<file path="src/iomem_pkg.sv">
`default_nettype none

package iomem_pkg;

  localparam int ADDR_W = 32;
  localparam int DATA_W = 32;
  localparam int STRB_W = DATA_W / 8;

  // One request on the iomem bus, held by the master until ready
  typedef struct packed {
    logic              valid;
    logic [ADDR_W-1:0] addr;
    logic [DATA_W-1:0] wdata;
    logic [STRB_W-1:0] wstrb;  // Any nonzero strobe makes it a write
  } iomem_req_t;

  typedef struct packed {
    logic              ready;
    logic [DATA_W-1:0] rdata;
  } iomem_rsp_t;

  // SRAM window, 4 KiB at this depth
  localparam logic [ADDR_W-1:0] SRAM_BASE = 32'h4000_0000;
  localparam int SRAM_WORDS = 1024;
  localparam int SRAM_AW = $clog2(SRAM_WORDS);

  // PWM register window
  localparam logic [ADDR_W-1:0] PWM_BASE = 32'h2000_0000;
  localparam int PWM_OFS_W = 4;
  localparam logic [PWM_OFS_W-1:0] PWM_CTRL_OFS = 4'h0;    // Bit 0 enables ch0, bit 1 ch1
  localparam logic [PWM_OFS_W-1:0] PWM_PERIOD_OFS = 4'h4;
  localparam logic [PWM_OFS_W-1:0] PWM_DUTY0_OFS = 4'h8;
  localparam logic [PWM_OFS_W-1:0] PWM_DUTY1_OFS = 4'hC;
  localparam int PWM_CNT_W = 16;

  // Wait states for an SRAM access and the width of the counter that times them
  localparam int SRAM_WAIT = 2;
  localparam int WAIT_CNT_W = $clog2(SRAM_WAIT + 1);

  typedef enum logic [1:0] {
    IDLE,
    WAIT,
    RESP
  } access_state_t;

  typedef enum logic [1:0] {
    TGT_SRAM,
    TGT_PWM,
    TGT_NONE
  } target_t;

endpackage

`default_nettype wire

</file>
<file path="src/pwm_timebase.sv">
`timescale 1ns/100ps
`default_nettype none

module pwm_timebase (
  input  logic                            clk,
  input  logic                            resetn,
  input  logic [iomem_pkg::PWM_CNT_W-1:0] period_i,
  input  logic                            run_i,
  output logic [iomem_pkg::PWM_CNT_W-1:0] count_o,
  output logic                            wrap_o
);

  import iomem_pkg::*;

  logic [PWM_CNT_W-1:0] count_q;
  logic                 active;
  logic                 at_end;

  assign active = run_i && (period_i != '0);

  // A shorter period written mid-count still wraps at once
  assign at_end = (count_q >= period_i - 1'b1);

  always_ff @(posedge clk) begin
    if (!resetn) begin
      count_q <= '0;
    end else if (active) begin
      if (at_end) begin
        count_q <= '0;
      end else begin
        count_q <= count_q + 1'b1;
      end
    end else begin
      count_q <= '0;  // Parked at zero while stopped
    end
  end

  assign count_o = count_q;
  assign wrap_o = active && at_end;  // Same edge as the return to zero

endmodule

`default_nettype wire

</file>
<file path="config.mk">
export PLATFORM = sky130hd
export DESIGN_NAME = pwm_timebase
export DESIGN_NICKNAME = d
export VERILOG_FILES = /design/src/iomem_pkg.sv /design/src/pwm_timebase.sv
export SDC_FILE = /design/constraint.sdc
export NUM_CORES = 1
export LEC_CHECK = 0
export BUFFER_PORTS_ARGS = -buffer_cell sky130_fd_sc_hd__buf_2
export CORE_MARGIN = 5
export CORE_UTILIZATION = 56
export DETAILED_ROUTE_END_ITERATION = 6
export GPL_ROUTABILITY_DRIVEN = 0
export GPL_TIMING_DRIVEN = 1
export PLACE_DENSITY = 0.84
export SYNTH_ARGS = -nofsm -noshare
export SYNTH_HDL_FRONTEND = slang
export SYNTH_SLANG_ARGS = --single-unit
</file>
<file path="constraint.sdc">
create_clock -name clk -period 6.14 [get_ports clk]
set_input_delay 0.614 -clock clk [delete_from_list [all_inputs] [get_ports clk]]
set_output_delay 0.614 -clock clk [all_outputs]
set_load 0.05 [all_outputs]
</file>
Word level (Yosys, flattened, before mapping)
Cells that the tools add are included.
W data, S select, Z words.
- bitwise gates (word level): 2
- add/subtract/negate cells: 2
- muxes and demuxes: 0
- eq/ne operators: 0
- multipliers: 0
- shift-type cells: 0
- divide/modulo/power cells: 0
- reductions and logical operators: 4
- $lt $le $gt $ge: 1
- operators with widths (kind ; number):
    $add A16 B1 Y16 const B ; 1
    $ge A16 B16 Y1 ; 1
    $reduce_bool A16 Y1 ; 1
    $sub A16 B1 Y16 const B ; 1
    $reduce_or A3 Y1 ; 1
    $logic_and A1 B1 Y1 ; 2
    $not A1 Y1 ; 2
- register bits: 16
- input bits: 19
- RAM bits: 0
- memories: 0
- output and inout port bits: 17
- ROM bits: 0
- logic and storage cells: 10
- bits in latches: 0

Depth between registers and ports, before layout
- depth in word-level cells: 4
- depth in mapped cells: 12

Worst setup path before layout
OpenSTA, ideal clock, no wires.
- kind: input -> output
- start point: input period_i[2] in the netlist's numbering
- end point: output wrap_o
- slack: 2.443 ns
- arrival time: 3.083 ns
- buffers on the path: 0
- stages on the path: 9
- cell sequence: nor4_4 > nand2_1 > or4_1 > xor2_1 > ha_1 > a21oi_1 > nor2_1 > a311oi_1 > a31oi_1
- cells in the longest elaborated chain, start to end: 3
- elaborated cells between the ends (all ways): 5
- classes of those cells: add/sub (1); order compare (1); reduce/logical (3)
- ends and longest elaborated chain (what ; line ; RTL):
    start, declared ; pwm_timebase.sv:7 ; input logic [iomem_pkg::PWM_CNT_W-1:0] period_i,
    $sub A16 B1 Y16 / $reduce_bool A16 Y1 (equally long branches) ; pwm_timebase.sv:22, pwm_timebase.sv:19 ;
    $ge A16 B16 Y1 / $logic_and A1 B1 Y1 (equally long branches) ; pwm_timebase.sv:22, pwm_timebase.sv:19 ;
    $logic_and A1 B1 Y1 (*) ; pwm_timebase.sv:39 ; assign wrap_o = active && at_end;
    end, declared ; pwm_timebase.sv:10 ; output logic wrap_o
Mark *: on every way between the ends. The rest lies on a longest branch, timed or not.

Worst setup path after layout
- start point: input period_i[6] in the netlist's numbering
- end point: output wrap_o
The elaborated chain is that of the path after synthesis.

==> summary.md <==
| Metric | Value |
|---|---|
| Slew @ Worst Pin | `0.496 ns` |
| Initial antenna violation count | `0` |
| Total track usage | `between 10% and 20%` |
| Antenna diodes | `0` |
| Final Hold Fails | `0` |
| # clock sinks | `16` |
| Yosys top cell area share | `roughly a quarter` |
| Core area | `roughly 2200 µm²` |
| Synthesized area | `roughly 1300 µm²` |
| CTS tree | `yes` |
| Crit. End Element | `primary output` |
| Yosys reg bits | `16` |
| Finished Cell Area | `~1500 µm²` |
| Leakage | `approximately 0.00067 µW` |
| CTS max path bufs | `2` |
| Rows | `17` |
| Sum Neg Setup Slack | `0 ns` |
| Max Fclk | `about 270 MHz` |
| Synth cell types | `29` |
| Critical Path Fanout Max | `6` |
| Worst skew pair latency | `~0.28 ns` |
| Count of buffer and inverter cells on the critical path | `2` |
| R2r startpoint | `count_o[0]` |
| Number of global-route vias before repair | `1249` |
| RSZ-0062 raised after global routing | `false` |
| Worst clock skew | `~0.0065 ns` |
| Drt drc | `1` |
| Critical Path RT | `roughly 5.5 ns` |
| Outcome | `finished, violations left` |
| WL met3 | `about 220 µm` |
| Global-route wire length before repair | `5130 µm` |
| Area occupied by multi-input gates | `937 µm²` |
| Number of cells after detailed placement | `215` |
| Post-synthesis sequential area ratio | `between 20% and 30%` |
| DR top layer | `met4` |
| Post-CTS Setup Bufs | `0` |
| Die area | `about 3400 µm²` |
| Final Critical Period | `~3.8 ns` |
| Main synth FF type | `dfxtp_1` |
| Hold Path End | `count_o[0]` |
| Max-Cap Viols | `0` |
| Synth warn | `0` |
| R2r endpoint | `count_o[15]` |
| Failing checks | `design-rule violations` |
| Async set-reset flop share out of synthesis | `0%` |
| DIE HEIGHT | `between 50 and 60 µm` |
| Num CTS Buffers | `3` |
| Slew headroom | `between 60% and 70%` |
| Startpoint types | `input port` |
| Root Buffer | `clkbuf_4` |
| Die Width | `a little under 60 µm` |
| Worst min path class | `register to register` |
| Post-CTS Resized | `0` |
| H-tree levels | `1` |
| CTS Hold Bufs | `0` |
| Syn nets | `190` |
| Via/cell ratio | `~5.6` |
| Final period util | `between 60% and 70%` |
| EDFF count, synth | `0` |
| Worst vdd ir | `~130 µV` |
| Final non-filler cell total | `218` |
| WL final | `roughly 3000 µm` |
| Top post-synthesis cells by area | `dfxtp_1 25%, ha_1 17%, xnor2_1 9.5%, xor2_1 8.8%, nor2_1 7.9%` |
| Number of detailed-route iterations in the first pass | `7` |
| Critical path's top delay family | `simple AND/OR/NAND/NOR gates` |
| Fin nets | `about 230` |
| Count of final max-slew check failures | `0` |
| Cells after Synth | `between 150 and 200` |
| Routed wire length per instance | `between 10 and 15 µm` |
| Pwr Density | `approximately 130 nW/µm²` |
| Placed Area | `between 1000 and 1500 µm²` |
| Worst Reg2Reg Path Length in Cells | `7` |
| Starting Density | `58.2%` |
| Total grt overflow | `0` |
| Hold_ws | `about 0.48 ns` |
| Detailed Route Iter0 Violations | `38` |
| Area leader, netlist | `dfxtp_1` |
| Arr. time, crit path | `3.15 ns` |
| Max reg flops | `16` |
| Share of layout cells above drive strength 1 | `21.1%` |
| Setup violations, final | `0` |
| Hold depth | `1` |
| Worst hold path startpoint | `count_o[0]` |
| IO Port Bufs | `35` |
| Area Overhead vs Synth | `17.2%` |
| IO Count | `36` |
| Pin count of the biggest net entering global routing | `17` |
| Antenna viol nets, final | `0` |
| R2r setup slk | `a little over 4 ns` |
| Reg clk slew, reported paths | `0.08 ns` |
| Hpwl dp | `approximately 2500 µm` |
| Routed length on met2 | `about 1600 µm` |
| DRT met1 WL | `1160 µm` |
| Area taken by flip-flops and latches | `roughly 320 µm²` |
| Worst-path cell chain | `buf_2, nor4_1, nand4_1, nor3_1, xnor2_1, ha_1, nand4_1, nor2_1, a311oi_1, a31oi_1, buf_2` |
| Power, Total | `193 µW` |
| Post-Syn Area per Cell | `roughly 8.4 µm²` |
| CP max-delay cell | `a311oi_1` |
| Highest cell delay on the worst timing path | `~0.47 ns` |
| Filler cells | `194` |
| Via count | `roughly 1200` |
| Type of the worst setup path | `input port to primary output` |
==> cell families after synthesis <==
| group | count (synthesis) | synth area share (%) |
|---|---|---|
| flip-flops | 16 | 24.9 |
| AO/OA/AOI/OAI | 17 | 8.46 |
| buffers and inverters | 6 | 2.33 |
| XOR/XNOR | 27 | 18.4 |
| AND/OR/NAND/NOR | 69 | 28.5 |
| adder cells (fa/ha/maj) | 18 | 17.5 |
==> area by class of cell <==
class	instances	share of cell area [%]
Multi-Input combinational cell	131	62.1
Sequential cell	16	21.2
Timing Repair Buffer	35	11.6
Tap cell	28	2.32
Clock buffer	3	1.49
Inverter	5	1.24
==> how the worst max path moves through the flow <==
stage	start	to	slack (ns)	cells after the start
after floorplan	period_i[2]	wrap_o	2.44	9
after detailed placement	period_i[2]	wrap_o	2.39	11
after CTS	period_i[2]	wrap_o	2.38	11
final	period_i[6]	wrap_o	2.37	11
after global placement	period_i[2]	wrap_o	2.46	11
after global routing	period_i[6]	wrap_o	2.10	11
==> stage by stage <==
| step | utilization, % | setup WS, ns |
|---|---|---|
| after floorplan | - | 2.44 |
| after global routing | 68.2 | 2.10 |
| final | 68.2 | 2.37 |
| after global placement | 67.2 | 2.46 |
| after CTS | 68.2 | 2.38 |
| after detailed placement | 67.2 | 2.39 |
==> report_power, final <==
part / internal, µW / switching, µW
sequential: 104 / 0.740
combinational: 14.9 / 19.8
clock: 22.8 / 30.2
==> layer usage <==
metal	track usage (%)	vias up
li1	-	622
met1	19.9	551
met2	36.3	40
met3	6.01	6
met4	4.97	0
met5	0	-
==> worst register-to-register path, stage by stage, from the launching register on <==
cell	delay, ns
dfxtp_1	0.40
inv_1	0.06
ha_1	0.27
nand2b_1	0.14
a2111oi_0	0.40
nand3b_1	0.26
nand4_4	0.27
a21oi_1	0.22
==> cell usage in the layout (no fill, tap or decap) <==
master / n
buf_2: 35
nor2_1: 27
ha_1: 18
dfxtp_1: 16
xnor2_1: 14
xor2_1: 13
nand2_1: 9
nand4_1: 7
a21oi_1: 6
and3_1: 6
inv_1: 5
nand3_1: 5
nor3_1: 3
or3_1: 3
o21ai_0: 3
clkbuf_4: 3
or4_1: 2
nand3b_1: 2
a21o_1: 2
nor4_4: 1
nor4_1: 1
a22oi_1: 1
a311oi_1: 1
nand2b_1: 1
a2111oi_0: 1
o31ai_1: 1
a31oi_1: 1
o311a_1: 1
nand4_4: 1
and2_1: 1
==> synthesized netlist by cell type (2+ instances only) <==
library cell,number
nor2_1,27
ha_1,18
dfxtp_1,16
xnor2_1,14
xor2_1,13
nand2_1,9
nand4_1,7
a21oi_1,6
and3_1,6
inv_1,5
nand3_1,5
nor3_1,3
o21ai_0,3
or3_1,3
a21o_1,2
nand3b_1,2
or4_1,2
(Power assumes the default switching activity.)
