[src/iomem_pkg.sv]
`default_nettype none

package iomem_pkg;

  localparam int ADDR_W = 32;
  localparam int DATA_W = 32;
  localparam int STRB_W = DATA_W / 8;

  // One request on the iomem bus, held by the master until ready
  typedef struct packed {
    logic              valid;
    logic [ADDR_W-1:0] addr;
    logic [DATA_W-1:0] wdata;
    logic [STRB_W-1:0] wstrb;  // Any nonzero strobe makes it a write
  } iomem_req_t;

  typedef struct packed {
    logic              ready;
    logic [DATA_W-1:0] rdata;
  } iomem_rsp_t;

  // SRAM window, 4 KiB at this depth
  localparam logic [ADDR_W-1:0] SRAM_BASE = 32'h4000_0000;
  localparam int SRAM_WORDS = 1024;
  localparam int SRAM_AW = $clog2(SRAM_WORDS);

  // PWM register window
  localparam logic [ADDR_W-1:0] PWM_BASE = 32'h2000_0000;
  localparam int PWM_OFS_W = 4;
  localparam logic [PWM_OFS_W-1:0] PWM_CTRL_OFS = 4'h0;    // Bit 0 enables ch0, bit 1 ch1
  localparam logic [PWM_OFS_W-1:0] PWM_PERIOD_OFS = 4'h4;
  localparam logic [PWM_OFS_W-1:0] PWM_DUTY0_OFS = 4'h8;
  localparam logic [PWM_OFS_W-1:0] PWM_DUTY1_OFS = 4'hC;
  localparam int PWM_CNT_W = 16;

  // Wait states for an SRAM access and the width of the counter that times them
  localparam int SRAM_WAIT = 2;
  localparam int WAIT_CNT_W = $clog2(SRAM_WAIT + 1);

  typedef enum logic [1:0] {
    IDLE,
    WAIT,
    RESP
  } access_state_t;

  typedef enum logic [1:0] {
    TGT_SRAM,
    TGT_PWM,
    TGT_NONE
  } target_t;

endpackage

`default_nettype wire

[src/iomem_access_fsm.sv]
`timescale 1ns/100ps
`default_nettype none

module iomem_access_fsm (
  input  logic                            clk,
  input  logic                            resetn,
  input  iomem_pkg::iomem_req_t           req_i,
  output iomem_pkg::iomem_rsp_t           rsp_o,
  output logic                            timer_load_o,
  input  logic                            timer_done_i,
  output logic                            sram_we_o,
  output logic [iomem_pkg::SRAM_AW-1:0]   sram_addr_o,
  output logic [iomem_pkg::STRB_W-1:0]    sram_wstrb_o,
  output logic [iomem_pkg::DATA_W-1:0]    sram_wdata_o,
  input  logic [iomem_pkg::DATA_W-1:0]    sram_rdata_i,
  output logic                            reg_we_o,
  output logic                            reg_re_o,
  output logic [iomem_pkg::PWM_OFS_W-1:0] reg_ofs_o,
  output logic [iomem_pkg::DATA_W-1:0]    reg_wdata_o,
  input  logic [iomem_pkg::DATA_W-1:0]    reg_rdata_i
);

  import iomem_pkg::*;

  access_state_t       state_q;
  access_state_t       state_d;
  target_t             tgt_q;
  target_t             req_tgt;
  logic [SRAM_AW-1:0]  word_q;
  logic [DATA_W-1:0]   wdata_q;
  logic [STRB_W-1:0]   wstrb_q;
  logic                accept;
  logic                req_write;

  // The SRAM window is SRAM_WORDS words, so its base must be aligned to that size
  function automatic target_t decode_target(input logic [ADDR_W-1:0] addr);
    if (addr[ADDR_W-1:SRAM_AW+2] == SRAM_BASE[ADDR_W-1:SRAM_AW+2]) begin
      return TGT_SRAM;
    end
    if (addr[ADDR_W-1:PWM_OFS_W] == PWM_BASE[ADDR_W-1:PWM_OFS_W]) begin
      return TGT_PWM;
    end
    return TGT_NONE;
  endfunction

  assign req_tgt   = decode_target(req_i.addr);
  assign req_write = |req_i.wstrb;
  assign accept    = (state_q == IDLE) && req_i.valid;

  always_comb begin
    state_d = state_q;
    case (state_q)
      IDLE: if (req_i.valid) state_d = (req_tgt == TGT_SRAM) ? WAIT : RESP;
      WAIT: if (timer_done_i) state_d = RESP;
      RESP: state_d = IDLE;  // Next request is sampled one cycle later
      default: state_d = IDLE;
    endcase
  end

  always_ff @(posedge clk) begin
    if (!resetn) begin
      state_q <= IDLE;
      tgt_q   <= TGT_NONE;
    end else begin
      state_q <= state_d;
      if (accept) tgt_q <= req_tgt;
    end
  end

  // Request payload for the SRAM, which is used after IDLE
  always_ff @(posedge clk) begin
    if (accept) begin
      word_q  <= req_i.addr[SRAM_AW+1:2];
      wdata_q <= req_i.wdata;
      wstrb_q <= req_i.wstrb;
    end
  end

  assign timer_load_o = accept && (req_tgt == TGT_SRAM);

  // SRAM write lands on the edge into RESP, the read register captures on that edge too
  assign sram_we_o    = (state_q == WAIT) && timer_done_i && (|wstrb_q);
  assign sram_addr_o  = word_q;
  assign sram_wstrb_o = wstrb_q;
  assign sram_wdata_o = wdata_q;

  // PWM registers are accessed straight from the bus on the edge leaving IDLE
  assign reg_we_o    = accept && (req_tgt == TGT_PWM) && req_write;
  assign reg_re_o    = accept && (req_tgt == TGT_PWM) && !req_write;
  assign reg_ofs_o   = req_i.addr[PWM_OFS_W-1:0];
  assign reg_wdata_o = req_i.wdata;

  always_comb begin
    rsp_o.ready = (state_q == RESP);
    rsp_o.rdata = '0;
    if (state_q == RESP) begin
      case (tgt_q)
        TGT_SRAM: rsp_o.rdata = sram_rdata_i;
        TGT_PWM:  rsp_o.rdata = reg_rdata_i;
        default:  rsp_o.rdata = '0;  // Unmapped reads return zero
      endcase
    end
  end

endmodule

`default_nettype wire

[config.mk]
export PLATFORM = sky130hd
export DESIGN_NAME = iomem_access_fsm
export DESIGN_NICKNAME = d
export VERILOG_FILES = /design/src/iomem_pkg.sv /design/src/iomem_access_fsm.sv
export SDC_FILE = /design/constraint.sdc
export NUM_CORES = 1
export LEC_CHECK = 0
export BUFFER_PORTS_ARGS = -buffer_cell sky130_fd_sc_hd__buf_2
export CELL_PAD_IN_SITES_DETAIL_PLACEMENT = 1
export CELL_PAD_IN_SITES_GLOBAL_PLACEMENT = 2
export CORE_MARGIN = 2
export CORE_UTILIZATION = 20
export CTS_CLUSTER_DIAMETER = 30
export DETAILED_ROUTE_END_ITERATION = 10
export GPL_TIMING_DRIVEN = 0
export HOLD_SLACK_MARGIN = 0.06
export PLACE_DENSITY_LB_ADDON = 0.12
export SLEW_MARGIN = 30
export SYNTH_ARGS = -nofsm -noshare
export SYNTH_HDL_FRONTEND = slang
export SYNTH_SLANG_ARGS = --single-unit
[constraint.sdc]
create_clock -name clk -period 5.4 [get_ports clk]
set_clock_uncertainty 0.1 [all_clocks]
set_input_delay 0.54 -clock clk [delete_from_list [all_inputs] [get_ports clk]]
set_output_delay 0.54 -clock clk [all_outputs]
set_load 0.05 [all_outputs]
### Word level (Yosys, flattened, before mapping)

Index checks and enable logic that the tools add are counted.

* equal/unequal tests: 8
* muxes and demuxes: 13
* reductions and logical operators: 14

Operators with widths (number)
* one-hot mux 32 bit (2 select lines): 1
* two-way mux 32 bit: 1
* equality test 28 x 26 -> 1 bit, second input constant: 1
* equality test 20 x 19 -> 1 bit, second input constant: 1
* two-way mux 2 bit: 7
* OR reduction 4 bit: 2
* logical AND 1 bit: 7
* equality test 2 x 1 -> 1 bit, second input constant: 3
* zero test 2 bit: 3
* inequality test 2 bit, second input constant: 2
* one-hot mux 2 bit (2 select lines): 1
* two-way mux 1 bit: 3
* equality test 2 bit, second input constant: 1
* AND reduction 2 bit: 1
* zero test 1 bit: 1

* register bits: 50
* input bits: 136
* word-level logic and storage cells: 40

### Logic depth before layout (Yosys ltp)

* depth after elaboration: 9
* depth in mapped cells: 6

### Worst setup path after synthesis

OpenSTA, ideal clock, no wires.

* path type: input to output
* start: in req_i[68] in the netlist's numbering
* end: out reg_re_o
* data arrival time: 2.588 ns
* data required time: 4.760 ns
* slack: 2.172 ns
* cell stages on the path: 6
* path buffers: 0
* path through: nor2b_1 -> nand2b_1 -> inv_1 -> nand2_1 -> nor4_2 -> and2_1

* word-level cells in the longest chain between the ends: 3

Ends and longest elaborated chain
* start, declared: RTL line iomem_access_fsm.sv:7 `input iomem_pkg::iomem_req_t req_i,`
* logical AND 1 bit: RTL line iomem_access_fsm.sv:48 `assign accept = (state_q == IDLE) && req_i.valid;`
* named net accept: RTL line iomem_access_fsm.sv:32 `logic accept;`
* logical AND 1 bit (2 in series): RTL line iomem_access_fsm.sv:89 `assign reg_re_o = accept && (req_tgt == TGT_PWM) && !req_write;`
* end, declared: RTL line iomem_access_fsm.sv:17 `output logic reg_re_o,`

The timed path passes the listed nets, and every way through them passes these cells.

### Worst setup path after layout

* start: reg state_q[0]
* end: out reg_we_o

* word-level cells in the longest chain between the ends: 4

Ends and longest elaborated chain
* start, declared: RTL line iomem_access_fsm.sv:25 `access_state_t state_q;`
* start signal, assigned: RTL line iomem_access_fsm.sv:65 `state_q <= state_d;`
* zero test 2 bit: RTL line iomem_access_fsm.sv:48
* logical AND 1 bit: RTL line iomem_access_fsm.sv:48
* named net accept: RTL line iomem_access_fsm.sv:32
* logical AND 1 bit (2 in series): RTL line iomem_access_fsm.sv:88 `assign reg_we_o = accept && (req_tgt == TGT_PWM) && req_write;`
* end, declared: RTL line iomem_access_fsm.sv:16 `output logic reg_we_o,`

The timed path passes the listed nets, and every way through them passes these cells.

==> flow_metrics.tcl <==
set metrics [dict create \
    tightest_slew_ns 0.6211 \
    insertion_delay_ns 0.29 \
    p_per_area_nw_per_um2 255.1 \
    rows 40 \
    maxCapViolCount 0 \
    placedCellCount 617 \
    fillers 1450 \
    drtPass1Iterations 4 \
    clock_path_buffers 2 \
    postRouteWirelength_um 8857 \
    setup_viol 0 \
    timing.fmax_ghz 0.3336 \
    final_cell_mix "buf_2, edfxtp_1, buf_4" \
    required_ns 4.76 \
    outcome "completed" \
    relSlewSlack 0.5860 \
    dieWidth_um 115.9 \
    fp.dieH_um 115.9 \
    critical_path.top_delay_family "simple AND/OR/NAND/NOR gates" \
    tns_ns 0 \
    period_needed_ns 2.998 \
    cts_tree "done" \
    end_kind "primary output" \
    cpPeakStageDelay_ns 0.49 \
    synth_cell_types 29 \
    drive_above_1_share 0.6718 \
    dieArea_um2 13440 \
    fin_nets 592 \
    regToRegSetupSlack_ns 3.44 \
    path_buf_inv 2 \
    io_buffers 252 \
    synth_warnings 0 \
    whs_endpoint "sram_wdata_o[15]$_DFFE_PP_" \
    via_count 2450 \
    syn_to_final_growth_pct 64.85 \
    reg2reg_from "state_q[0]$_SDFFE_PN0P_" \
    ios 255 \
    antenna_found_initial 0 \
    diodes 0 \
    routed_via_density 3.920 \
    wl_per_cell_um 14.17 \
    hold_buffers 0 \
    hold_depth 1 \
    hold_class "input port to flop" \
    avgSynthCellArea_um2 12.72 \
    htree_num_levels 2 \
    cts_buffers 5 \
    ys_seq_area_frac 0.5831 \
    drtIter0Drc 64 \
    grt_max_degree 49 \
    initial_core_util 0.2069 \
    cp_max_fo 48 \
    ir_drop_uv 168.8 \
    syn_inst 197 \
    post-dp-hpwl_um 7523 \
    rr_worst_depth 6 \
    cts.sinks 50 \
    crit_type "flop to primary output" \
    gp_congestion 0.7059 \
    worstHoldStart "req_i[19]" \
    rsz0062_at_grt "no" \
    p_total_w 0.001054 \
    fin_cells 625 \
    postCtsSetupBuffers 0 \
    cp_slowest_cell "inv_4" \
    syn_area_um2 2506 \
    clk_pin_slew_ns 0.07 \
    worstPathArrival_ns 2.36 \
    drc_errors 0 \
    track_usage 0.1209 \
    synth_fp_nets 333 \
    grt_pass1_wl_um 12350 \
    crit_chain "nor2b_1 > nand2b_1 > inv_4 > nand2_1 > nor4_2 > and2b_1 > buf_2" \
    antenna_left 0 \
    coreArea_um2 12110 \
    worst_r2r_endpoint "tgt_q[0]$_SDFFE_PN0P_" \
    slew_viol_final 0 \
    ys_ff_latch 50 \
    start_kind "flop" \
    mostFrequentLayoutCell "buf_2" \
    timing.final.hold_violations 0 \
    root_buffer "clkbuf_16" \
    fin_crit_sh 0.5551 \
    power.leakage_nw 1.966 \
    grt_pass1_vias 2458 \
    cts_resized 0 \
    overflow 0 \
]
worst register-to-register path, cell delays in order, from the launching register on:
cell      delay, ns
dfxtp_1        0.34
nor2b_1        0.17
nand2b_1       0.18
inv_4          0.49
nand2_1        0.13
nor4_2         0.32
o21a_1         0.18
synth_stat cells:
| cell | count | area share |
|---|---|---|
| a211oi_1 | 1 | 0.0030 |
| a21oi_1 | 1 | 0.0020 |
| and2_1 | 1 | 0.0025 |
| and2b_1 | 1 | 0.0030 |
| buf_1 | 2 | 0.0030 |
| buf_2 | 3 | 0.0060 |
| buf_4 | 36 | 0.11 |
| clkbuf_1 | 2 | 0.0030 |
| dfxtp_1 | 4 | 0.032 |
| edfxtp_1 | 46 | 0.55 |
| inv_1 | 1 | 0.0015 |
| mux2i_1 | 32 | 0.13 |
| nand2_1 | 5 | 0.0075 |
| nand2_2 | 1 | 0.0025 |
| nand2b_1 | 4 | 0.010 |
| nand3_1 | 2 | 0.0040 |
| nand3b_1 | 1 | 0.0030 |
| nand4_1 | 1 | 0.0025 |
| nor2_1 | 34 | 0.051 |
| nor2b_1 | 3 | 0.0075 |
| nor3b_1 | 1 | 0.0030 |
| nor4_1 | 3 | 0.0075 |
| nor4_2 | 4 | 0.020 |
| nor4_4 | 2 | 0.017 |
| nor4b_2 | 1 | 0.0060 |
| nor4bb_1 | 1 | 0.0040 |
| o211ai_1 | 1 | 0.0030 |
| o21a_1 | 2 | 0.0060 |
| o31ai_1 | 1 | 0.0030 |
metrics by stage:
step           setup WS, ns  utilization  hold WS, ns  cell area (µm²)
3_5_place_dp          2.319       0.3286       0.3737             3980
2_1_floorplan         2.172            -       0.3439             2506
6_report              2.402       0.3411       0.3348             4131
3_3_place_gp          1.412       0.3284       0.3681             3978
4_1_cts               2.264       0.3411       0.3251             4131
5_1_grt               2.054       0.3411       0.3238             4131
per-layer routing:
metal,part of all wire,vias up,global-route usage
met4,0.0081,0,0.03095
met2,0.55,120,0.2320
met5,0,-,0
met1,0.33,1138,0.1162
li1,-,1187,-
met3,0.11,5,0.05596
logic make-up after synthesis:
| logic type | share of synthesized area |
|---|---|
| DFF | 0.5831 |
| AOI/OAI and AO/OA | 0.01697 |
| muxes | 0.1278 |
| and+or+nand+nor | 0.1508 |
| buffers and inverters | 0.1213 |
state kept, by name (all words and copies together), names as in the netlist:
name and count:
sram_wdata_o 32, sram_addr_o 10, tgt_q 2, state_q 2, sram_wstrb_o 4
power breakdown:
group | internal (W) | switching, W
Combinational | 0.0000834 | 0.000188
Clock | 0.000187 | 0.000143
Sequential | 0.000448 | 0.00000546
cell type report:
type | count | area [µm²] | share of cell area
clock buffer | 7 | 142.6 | 0.03452
buffer | 43 | 300.3 | 0.07268
sequential | 50 | 1461 | 0.3537
multi-input combinational | 103 | 740.7 | 0.1793
inverter | 1 | 6.256 | 0.001514
clock inverter | 1 | 8.758 | 0.002120
tap | 168 | 210.2 | 0.05088
timing repair buffer | 252 | 1261 | 0.3053
worst max path at each step:
stage | start | end | slack, ns | depth (start not counted)
after floorplan | req_i[68] | reg_re_o | 2.17 | 6
after CTS | state_q[0]$_SDFFE_PN0P_ | reg_we_o | 2.26 | 7
after global placement | req_i[68] | reg_re_o | 1.41 | 8
after detailed placement | req_i[68] | reg_we_o | 2.32 | 8
after global routing | state_q[0]$_SDFFE_PN0P_ | reg_re_o | 2.05 | 7
final | state_q[0]$_SDFFE_PN0P_ | reg_we_o | 2.40 | 7
Note: power is estimated with default switching activity, not from simulation.
