--- src/iomem_pkg.sv ---
`default_nettype none

package iomem_pkg;

  localparam int ADDR_W = 32;
  localparam int DATA_W = 32;
  localparam int STRB_W = DATA_W / 8;

  // One request on the iomem bus, held by the master until ready
  typedef struct packed {
    logic              valid;
    logic [ADDR_W-1:0] addr;
    logic [DATA_W-1:0] wdata;
    logic [STRB_W-1:0] wstrb;  // Any nonzero strobe makes it a write
  } iomem_req_t;

  typedef struct packed {
    logic              ready;
    logic [DATA_W-1:0] rdata;
  } iomem_rsp_t;

  // SRAM window, 4 KiB at this depth
  localparam logic [ADDR_W-1:0] SRAM_BASE = 32'h4000_0000;
  localparam int SRAM_WORDS = 1024;
  localparam int SRAM_AW = $clog2(SRAM_WORDS);

  // PWM register window
  localparam logic [ADDR_W-1:0] PWM_BASE = 32'h2000_0000;
  localparam int PWM_OFS_W = 4;
  localparam logic [PWM_OFS_W-1:0] PWM_CTRL_OFS = 4'h0;    // Bit 0 enables ch0, bit 1 ch1
  localparam logic [PWM_OFS_W-1:0] PWM_PERIOD_OFS = 4'h4;
  localparam logic [PWM_OFS_W-1:0] PWM_DUTY0_OFS = 4'h8;
  localparam logic [PWM_OFS_W-1:0] PWM_DUTY1_OFS = 4'hC;
  localparam int PWM_CNT_W = 16;

  // Wait states for an SRAM access and the width of the counter that times them
  localparam int SRAM_WAIT = 2;
  localparam int WAIT_CNT_W = $clog2(SRAM_WAIT + 1);

  typedef enum logic [1:0] {
    IDLE,
    WAIT,
    RESP
  } access_state_t;

  typedef enum logic [1:0] {
    TGT_SRAM,
    TGT_PWM,
    TGT_NONE
  } target_t;

endpackage

`default_nettype wire

--- src/pwm_regs.sv ---
`timescale 1ns/100ps
`default_nettype none

module pwm_regs (
  input  logic                            clk,
  input  logic                            resetn,
  input  logic                            we_i,
  input  logic                            re_i,
  input  logic [iomem_pkg::PWM_OFS_W-1:0] ofs_i,
  input  logic [iomem_pkg::DATA_W-1:0]    wdata_i,
  output logic [iomem_pkg::DATA_W-1:0]    rdata_o,
  input  logic [iomem_pkg::PWM_CNT_W-1:0] count_i,
  input  logic                            wrap_i,
  output logic [iomem_pkg::PWM_CNT_W-1:0] period_o,
  output logic                            run_o,
  output logic                            pwm0_o,
  output logic                            pwm1_o
);

  import iomem_pkg::*;

  logic [1:0]           ctrl_q;
  logic [1:0]           ctrl_d;
  logic [PWM_CNT_W-1:0] period_q;
  logic [PWM_CNT_W-1:0] duty0_q;
  logic [PWM_CNT_W-1:0] duty1_q;
  logic [PWM_CNT_W-1:0] cmp0_q;
  logic [PWM_CNT_W-1:0] cmp1_q;
  logic [DATA_W-1:0]    rd_val;
  logic [DATA_W-1:0]    rdata_q;
  logic                 pwm0_q;
  logic                 pwm1_q;

  // Outputs follow the new enable in the same edge that writes it
  assign ctrl_d = (we_i && ofs_i == PWM_CTRL_OFS) ? wdata_i[1:0] : ctrl_q;

  always_comb begin
    case (ofs_i)
      PWM_CTRL_OFS:   rd_val = DATA_W'(ctrl_q);
      PWM_PERIOD_OFS: rd_val = DATA_W'(period_q);
      PWM_DUTY0_OFS:  rd_val = DATA_W'(duty0_q);
      PWM_DUTY1_OFS:  rd_val = DATA_W'(duty1_q);
      default:        rd_val = '0;
    endcase
  end

  always_ff @(posedge clk) begin
    if (!resetn) begin
      ctrl_q   <= '0;
      period_q <= '0;
      duty0_q  <= '0;
      duty1_q  <= '0;
      rdata_q  <= '0;
    end else begin
      ctrl_q <= ctrl_d;
      if (we_i && ofs_i == PWM_PERIOD_OFS) period_q <= wdata_i[PWM_CNT_W-1:0];
      if (we_i && ofs_i == PWM_DUTY0_OFS) duty0_q <= wdata_i[PWM_CNT_W-1:0];
      if (we_i && ofs_i == PWM_DUTY1_OFS) duty1_q <= wdata_i[PWM_CNT_W-1:0];
      if (re_i) rdata_q <= rd_val;
    end
  end

  // Compare values move at a wrap, or freely while the timebase is stopped
  always_ff @(posedge clk) begin
    if (!resetn) begin
      cmp0_q <= '0;
      cmp1_q <= '0;
      pwm0_q <= 1'b0;
      pwm1_q <= 1'b0;
    end else begin
      if (wrap_i || !run_o) begin
        cmp0_q <= duty0_q;
        cmp1_q <= duty1_q;
      end
      pwm0_q <= ctrl_d[0] && (count_i < cmp0_q);
      pwm1_q <= ctrl_d[1] && (count_i < cmp1_q);
    end
  end

  assign rdata_o  = rdata_q;
  assign period_o = period_q;
  assign run_o    = |ctrl_q;
  assign pwm0_o   = pwm0_q;
  assign pwm1_o   = pwm1_q;

endmodule

`default_nettype wire

--- config.mk ---
export PLATFORM = sky130hd
export DESIGN_NAME = pwm_regs
export DESIGN_NICKNAME = d
export VERILOG_FILES = /design/src/iomem_pkg.sv /design/src/pwm_regs.sv
export SDC_FILE = /design/constraint.sdc
export NUM_CORES = 1
export LEC_CHECK = 0
export ABC_CLOCK_PERIOD_IN_PS = 3200
export BUFFER_PORTS_ARGS = -buffer_cell sky130_fd_sc_hd__buf_2
export CORE_MARGIN = 8
export CORE_UTILIZATION = 59
export CTS_BUF_LIST = sky130_fd_sc_hd__clkbuf_16
export CTS_CLUSTER_DIAMETER = 50
export DETAILED_ROUTE_END_ITERATION = 8
export PLACE_DENSITY_LB_ADDON = 0.3
export SLEW_MARGIN = 20
export SYNTH_ARGS = -nofsm -noshare
export SYNTH_HDL_FRONTEND = slang
export SYNTH_SLANG_ARGS = --single-unit
export TNS_END_PERCENT = 30
--- constraint.sdc ---
create_clock -name clk -period 3.2 [get_ports clk]
set_input_delay 0.16 -clock clk [delete_from_list [all_inputs] [get_ports clk]]
set_output_delay 0.16 -clock clk [all_outputs]
set_load 0.02 [all_outputs]
# == Yosys cells after proc, flatten, opt, wreduce, memory -nomap -nowiden ==
# Cells that the tools add are included.
# op_classes
shifts,0
n_mux,2
bitwise_logic,0
div_mod_pow,0
order_cmp,2
multipliers,0
reduce_logical,10
eq_ne,3
addsub,0
# ops
operator,count
one-hot mux 16 bit (4 select lines),1
< comparator 16 bit,2
"equality test 4 bit, second input constant",2
logical AND 1 bit,6
"equality test 4 x 3 -> 1 bit, second input constant",1
logical NOT 4 bit,1
2-to-1 mux 2 bit,1
OR reduction 2 bit,1
logical NOT 1 bit,1
logical OR 1 bit,1
# word_totals
mem_bits_rw,0
output_inout_bits,51
in_bits,57
memories,0
regBits,116
rom_bits,0
latch_bits,0
wordCells,26

# == Depth between registers and ports, before layout ==
# Gate-level depths: netlist of the first run.
# depth
word_depth,4
mapped_depth,7
ltp_nobuf,6

# == Least setup slack after synthesis of the first run ==
# No wires, ideal clock.
# synth_timing
kind,input port to flip-flop
from,in ofs_i[1] (netlist name)
to,"reg period_q[10], in the netlist period_o[10]"
path_slack_ps,1735
required_ps,3084
n_path_buf,3
arrival_ps,1349
setup_time_ps,116
cell_stages,7
path_cell_list,or3b_1 buf_2 nor3b_2 buf_4 buf_12 mux2i_1 nor2b_1
# synth_via
elab_chain_cells,2
# synth_rtl
element,line_no,text
"start, declared",pwm_regs.sv:9,"input logic [iomem_pkg::PWM_OFS_W-1:0] ofs_i,"
equality test 4 x 3 -> 1 bit,pwm_regs.sv:56,if (we_i && ofs_i == PWM_PERIOD_OFS) period_q <= wdata_i[PWM_CNT_W-1:0];
logical AND 1 bit,pwm_regs.sv:56,
"end signal, assigned",pwm_regs.sv:56,
"end, declared",pwm_regs.sv:24,logic [PWM_CNT_W-1:0] period_q;
# Every way passes these cells.
# A chain may end at the register's enable or synchronous reset.

# == Worst setup path in the final report of the first run ==
# layout_timing
from,reg ctrl_q[1]
to,reg cmp0_q[9]
# layout_via
elab_chain_cells,3
# layout_rtl
element,line_no,text
"start, declared",pwm_regs.sv:22,logic [1:0] ctrl_q;
"start signal, assigned",pwm_regs.sv:55,ctrl_q <= ctrl_d;
OR reduction 2 bit,pwm_regs.sv:82,assign run_o = |ctrl_q;
logical NOT 1 bit,pwm_regs.sv:71,if (wrap_i || !run_o) begin
logical OR 1 bit,pwm_regs.sv:71,
"end signal, assigned",pwm_regs.sv:72,cmp0_q <= duty0_q;
"end, declared",pwm_regs.sv:27,logic [PWM_CNT_W-1:0] cmp0_q;
# Every way passes these cells.

==> results of run 1 <==
[path summary, 6_finish.rpt]
kind | from | end | slack [ns] | cells past startpoint
setup / recovery | ctrl_q[1] | cmp0_q[9] | 1.27 | 5
hold / removal | wdata_i[12] | duty0_q[12] | 0.1 | 3
setup reg to reg | ctrl_q[1] | cmp0_q[9] | 1.27 | 5
hold reg to reg | rdata_o[12] | rdata_o[12] | 0.46 | 2
[synthesized netlist by cell type, types with 2 or more instances]
cell	instances
mux2i_1	32
nand2_1	116
nor2_1	5
clkbuf_1	21
nor2b_1	36
dfxtp_1	100
inv_1	30
buf_1	4
a22oi_1	14
mux2_2	14
a21boi_0	50
mux4_2	2
a21oi_1	8
nand3_1	6
o31ai_1	2
a2111oi_0	2
nor4_1	2
buf_4	17
ha_1	30
a221oi_1	2
nand4_1	5
o21a_1	3
or2_2	3
buf_2	3
o311a_1	2
a21o_1	4
o21ai_0	16
and3_1	2
a211oi_1	2
nand2b_1	5
[area by class of cell]
class                   count  area (um2)  share of cell area [%]
repair buffers             83       435.4                   7.889
clock inverters             7       68.82                   1.247
multi-input cells         382        2544                   46.09
inverters                  30       112.6                   2.040
well taps                 105       131.4                   2.380
clock buffers               9       225.2                   4.081
flip-flops and latches    100        2002                   36.27
[flip-flops by register name, summed over array words and instances (netlist names)]
signal,count
pwm0_o,1
ctrl_q,2
rdata_o,16
duty1_q,16
period_o,16
duty0_q,16
pwm1_o,1
cmp0_q,16
cmp1_q,16
[worst register-to-register path, delay by kind of cell (launching register included)]
| family | cells | cell delay, ns |
|---|---|---|
| AO/OA/AOI/OAI | 1 | 0.17 |
| buffers and inverters | 1 | 0.30 |
| flip-flops | 1 | 0.33 |
| AND/OR/NAND/NOR | 3 | 1.04 |
[power breakdown]
group	leakage, uW	total (uW)	switching, uW	internal, uW
Clock	0.000136	1060	460	602
Combinational	0.00126	200	119	81.2
Sequential	0.000806	1260	8.57	1260
[layer usage]
| layer | global-route usage (%) | routed length (um) | vias to the layer above |
|---|---|---|---|
| met5 | 0 | 0 | - |
| met4 | 7.337 | 145 | 0 |
| met3 | 3.839 | 770 | 11 |
| met2 | 31.44 | 5122 | 129 |
| met1 | 25.81 | 5161 | 1795 |
| li1 | - | - | 1927 |
[through the flow]
step | instances | setup WS [ns]
final | 716 | 1.268
after detailed placement | 700 | 1.179
after global routing | 716 | 1.132
after CTS | 716 | 1.310
after global placement | 700 | 1.227
after floorplan | 559 | 1.735
[cell families (layout without fill, tap and decap cells)]
logic type / after synthesis / count (layout)
multiplexers: 48 / 48
buffers and inverters: 77 / 129
AO/OA/AOI/OAI: 106 / 106
other: 1 / 16
flip-flops: 100 / 100
adder cells (fa/ha/maj): 30 / 30
AND/OR/NAND/NOR: 182 / 182
==> results.toml, run 1 <==
[sta]
timing.final.crit_share_pct = 60.39
slew_viol_final = 0
timing.final.hold_violations = 0
rsz0062_at_grt = "no"
worst_clock_skew_ns = 0.008785
setup_violations = 0
fin_setup_tns_ns = 0
layout_min_cycle_time_ns = 1.932
max_freq_mhz = 517.5
worstMarginPinSlew_ns = 0.9385
slew-limit-headroom_pct = 37.44
fin_hold_ws_ns = 0.09774

[yosys]
synth_largest_area_cell = "dfxtp_1"
yosys_warnings = 0
synth_ff_type = "dfxtp_1"
synth_area_in_adders_pct = 7.722
synth.top_cell.area_share_pct = 41.18
ys_seq_area_share_pct = 41.18
postSynthAreaPerCell_um2 = 8.936
synth_xor_area_share_pct = 0
main_combinational_cell_family_by_area_after_synthesis = "simple AND/OR/NAND/NOR gates"
synth_simple_gate_area_share_pct = 17.22
area_fraction_in_compound_gates_after_synthesis_pct = 15.34
synth.ff_latch_count = 100
ys_async_sr_fraction_pct = 0
count_of_mapped_cells_out_of_synthesis = 544
synthesis.area_mm2 = 0.004861
netlist-cell-type-count = 36
area_contributors_post_synth = "dfxtp_1, nand2_1, a21boi_0"
post_synth_mux_area_share_pct = 10.76
synth_edf_count = 0

[global_route]
total_routing_resource_utilization_after_global_routing_pct = 19.71
maximum_number_of_pins_on_one_net_before_global_route_repair = 36
overflow = 0
number_of_antenna_violations_at_the_first_check_in_global_routing = 0
grt_pass1_vias = 3824
grt_pass1_wl_um = 18390

[die]
ios = 108
dieHeight_um = 106.8
design.die.area_mm2 = 0.01140
floorplan.rows = 33
start_util_pct = 60.06
core-area_mm2 = 0.008093
floorplan.die.width_um = 106.8

[power_and_ir_drop]
cellLeakagePower_uw = 0.002201
powerDensity_mw_per_mm2 = 457.7
finalPower_uw = 2526
irDropWorstVdd_v = 0.0003401

[route]
detail-route-antenna-nets = 0
drt-pass1-iter-count = 4
postRouteWirelength_um = 11200
routedWlPerCell_um = 15.64
route.detailed.drc = 0
starting_drt_drc_count = 170
routed_via_density = 5.394
route.vias.total = 3862

[worst_setup_path]
critPathBufInv = 1
cp_slowest_stage_delay_ns = 0.67
worstSetupPathType = "reg2reg"
timing.critical_path.to_type = "flip-flop"
critical-path-slowest-cell = "nand2b_1"
setup.worst_path.start_class = "flip-flop"
worstPathArrival_ns = 2.19
worst_path_dominant_cell_family = "simple AND/OR/NAND/NOR gates"
required_ns = 3.46
cp_cell_sequence = "or2_2 -> nand2b_1 -> buf_4 -> nand2_1 -> a21boi_0"
critical_path_peak_fanout = 25

[finish]
most_common_cell_after_layout_fill_and_taps_aside = "nand2_1"
fillerInstances = 684
final_layout_size_suffix_gt1_share_pct = 19.31
finalInstanceArea_mm2 = 0.005519
area.growth.synth_to_final_pct = 13.54
final_net_count = 693
layout.cells.most_common_list = "nand2_1, dfxtp_1, buf_2"
num_antenna_cells = 0
postLayoutCoreUtil_pct = 68.20

[clock_network]
worst_skew_pair.late_latency_ns = 0.34
htree_levels = 3
holdBufCountCts = 0
postCtsSetupBuffers = 0
clock_tree_sinks = 100
path_clk_slew_ns = 0.07
tritoncts_clock_tree = "yes"
cts_buffers = 9
ctsRootBufferMaster = "clkbuf_16"
postCtsResizedCells = 0
clk_path_buf_depth = 2

[placed_design]
io_buffer_count = 75
post_detail_place_hpwl_um = 8458
placedInstanceArea_mm2 = 0.005225
globalplace.congestion = 0.8245

[flow_run]
cap_violations = 0

[outcome]
status = "finished clean"

[worst_hold_path]
hold_class = "in2reg"
No activity file was read; power rests on OpenSTA's default activity.
==> run 2: changes to the inputs <==
--- a/config.mk
+++ b/config.mk
@@ -5,10 +5,10 @@
 export SDC_FILE = /design/constraint.sdc
 export NUM_CORES = 1
 export LEC_CHECK = 0
-export ABC_CLOCK_PERIOD_IN_PS = 3200
+export ABC_CLOCK_PERIOD_IN_PS = 1700
 export BUFFER_PORTS_ARGS = -buffer_cell sky130_fd_sc_hd__buf_2
 export CORE_MARGIN = 8
-export CORE_UTILIZATION = 59
+export CORE_UTILIZATION = 49
 export CTS_BUF_LIST = sky130_fd_sc_hd__clkbuf_16
 export CTS_CLUSTER_DIAMETER = 50
 export DETAILED_ROUTE_END_ITERATION = 8
==> constraint.sdc (replaced) <==
create_clock -name clk -period 1.7 [get_ports clk]
set_input_delay 0.085 -clock clk [delete_from_list [all_inputs] [get_ports clk]]
set_output_delay 0.085 -clock clk [all_outputs]
set_load 0.02 [all_outputs]
==> run 2 against run 1 <==
Flip-flop and latch count stayed put. Final cell count rose by 4.7%. Die area up 17%. Worst hold slack got worse by 0.081 ns. First-iteration DRC count shrank 9.4%. Fmax increased by 15%. Clock power increased by 81%. Sequential share of layout area decreased by 1.0 points. Register-to-register slack got worse by 1.3 ns. Largest power group unchanged.
==> results.toml, run 2 (same netlist as run 1, synthesis figures left out) <==
[sta]
layout_min_cycle_time_ns = 1.685
worst_clock_skew_ns = 0.005318
slew-limit-headroom_pct = 56.82
timing.final.crit_share_pct = 99.14
setup_violations = 0
timing.final.hold_violations = 0
slew_viol_final = 0
worstMarginPinSlew_ns = 0.6463
max_freq_mhz = 593.3

[finish]
most_common_cell_after_layout_fill_and_taps_aside = "nand2_1"
layout.cells.most_common_list = "nand2_1, dfxtp_1, buf_2"
area.growth.synth_to_final_pct = 16.83
postLayoutCoreUtil_pct = 58.64
final_net_count = 701
num_antenna_cells = 0
multiInputGateArea_mm2 = 0.002595
fillerInstances = 880
final_layout_size_suffix_gt1_share_pct = 20.91
area.sequential_mm2 = 0.002002
final_cells = 750
finalInstanceArea_mm2 = 0.005679

[route]
detail-route-antenna-nets = 0
starting_drt_drc_count = 154
drt-pass1-iter-count = 4
postRouteWirelength_um = 11710
route.vias.total = 3856
route.detailed.drc = 0
routed_via_density = 5.141
routedWlPerCell_um = 15.62

[global_route]
number_of_antenna_violations_at_the_first_check_in_global_routing = 0
maximum_number_of_pins_on_one_net_before_global_route_repair = 36
overflow = 0
grt_pass1_wl_um = 18890
grt_pass1_vias = 3944
total_routing_resource_utilization_after_global_routing_pct = 17.93

[placed_design]
io_buffer_count = 75
placed_cells = 736
post_detail_place_hpwl_um = 8854
globalplace.congestion = 0.8330
placedInstanceArea_mm2 = 0.005364

[worst_hold_path]
hold_class = "in2reg"

[power_and_ir_drop]
power.internal_uw = 3641
comb_power_share_pct = 8.8
cellLeakagePower_uw = 0.002262
irDropWorstVdd_v = 0.0004814
sw_frac_of_total_pct = 22.72
power_switching_uw = 1071
powerDensity_mw_per_mm2 = 829.7
sequentialPowerShare_pct = 50.5
clockPowerShare_pct = 40.7

[clock_network]
cts_buffers = 9
path_clk_slew_ns = 0.07
worst_skew_pair.late_latency_ns = 0.35
clk_path_buf_depth = 2
postCtsSetupBuffers = 0
tritoncts_clock_tree = "yes"
htree_levels = 3
ctsRootBufferMaster = "clkbuf_16"
holdBufCountCts = 0
clock_tree_sinks = 100

[worst_setup_path]
setup.worst_path.start_class = "flip-flop"
required_ns = 1.96
timing.critical_path.to_type = "flip-flop"
worstSetupPathType = "reg2reg"
critical_path_peak_fanout = 2
worstPathArrival_ns = 1.95
slack_of_the_worst_reg_to_reg_path_ns = 0.01

[die]
core-area_mm2 = 0.009684
floorplan.rows = 36
ios = 108
dieHeight_um = 115.6
start_util_pct = 50.19
floorplan.die.width_um = 115.6
design.die.area_mm2 = 0.01336

[outcome]
status = "finished clean"

[flow_run]
cap_violations = 0
[run 2: cell type report]
type                    instances  share of cell area, %
well taps                     133                  2.930
multi-input cells             382                  45.69
clock inverters                 5                 0.7931
inverters                      30                  1.983
flip-flops and latches        100                  35.25
clock buffers                   9                  3.966
repair buffers                 91                  9.385
[run 2: timing repair]
item                                    4_1_cts  5_1_grt
pin swaps                                     0        4
endpoints found under the setup margin       33        2
resized for setup                             2        8
[run 2: power groups by stage]
stage	clock, uW	combinational, uW	sequential (uW)
final	1920	412	2380
after CTS	1950	397	2380
after detailed placement	0	393	2430
after global placement	0	377	2430
after global routing	2020	456	2380
after floorplan	0	266	2430
[run 2: worst paths after layout]
check	startpoint	to	cells after the start
max	cmp0_q[7]	pwm0_o	6
min	wdata_i[13]	duty0_q[13]	3
max reg2reg	cmp0_q[7]	pwm0_o	6
min reg2reg	rdata_o[10]	rdata_o[10]	2
[run 2: stage by stage]
step / hold WS (ns) / total power (uW) / TNS (ns) / worst slack [ns]
after floorplan: 0.2299 / 2700 / 0 / 0.2758
after global placement: 0.3604 / 2808 / 0 / 0.01578
after detailed placement: 0.3690 / 2825 / -0.9084 / -0.08815
after CTS: 0.01033 / 4728 / 0 / 0.05205
after global routing: 0.03436 / 4860 / -0.02595 / -0.02595
final: 0.01718 / 4712 / 0 / 0.01455
[run 2: layer usage]
metal | GRT usage, % | share of wire, %
met1 | 23.11 | 48
met2 | 28.76 | 45
met3 | 2.658 | 4.8
met4 | 8.669 | 2.1
met5 | 0 | 0
[run 2: critical path, stage by stage (launching register included)]
cell,delay (ns)
dfxtp_1,0.34
inv_1,0.06
ha_1,0.31
and3_1,0.22
a221oi_2,0.30
o31ai_2,0.13
a211oi_1,0.24
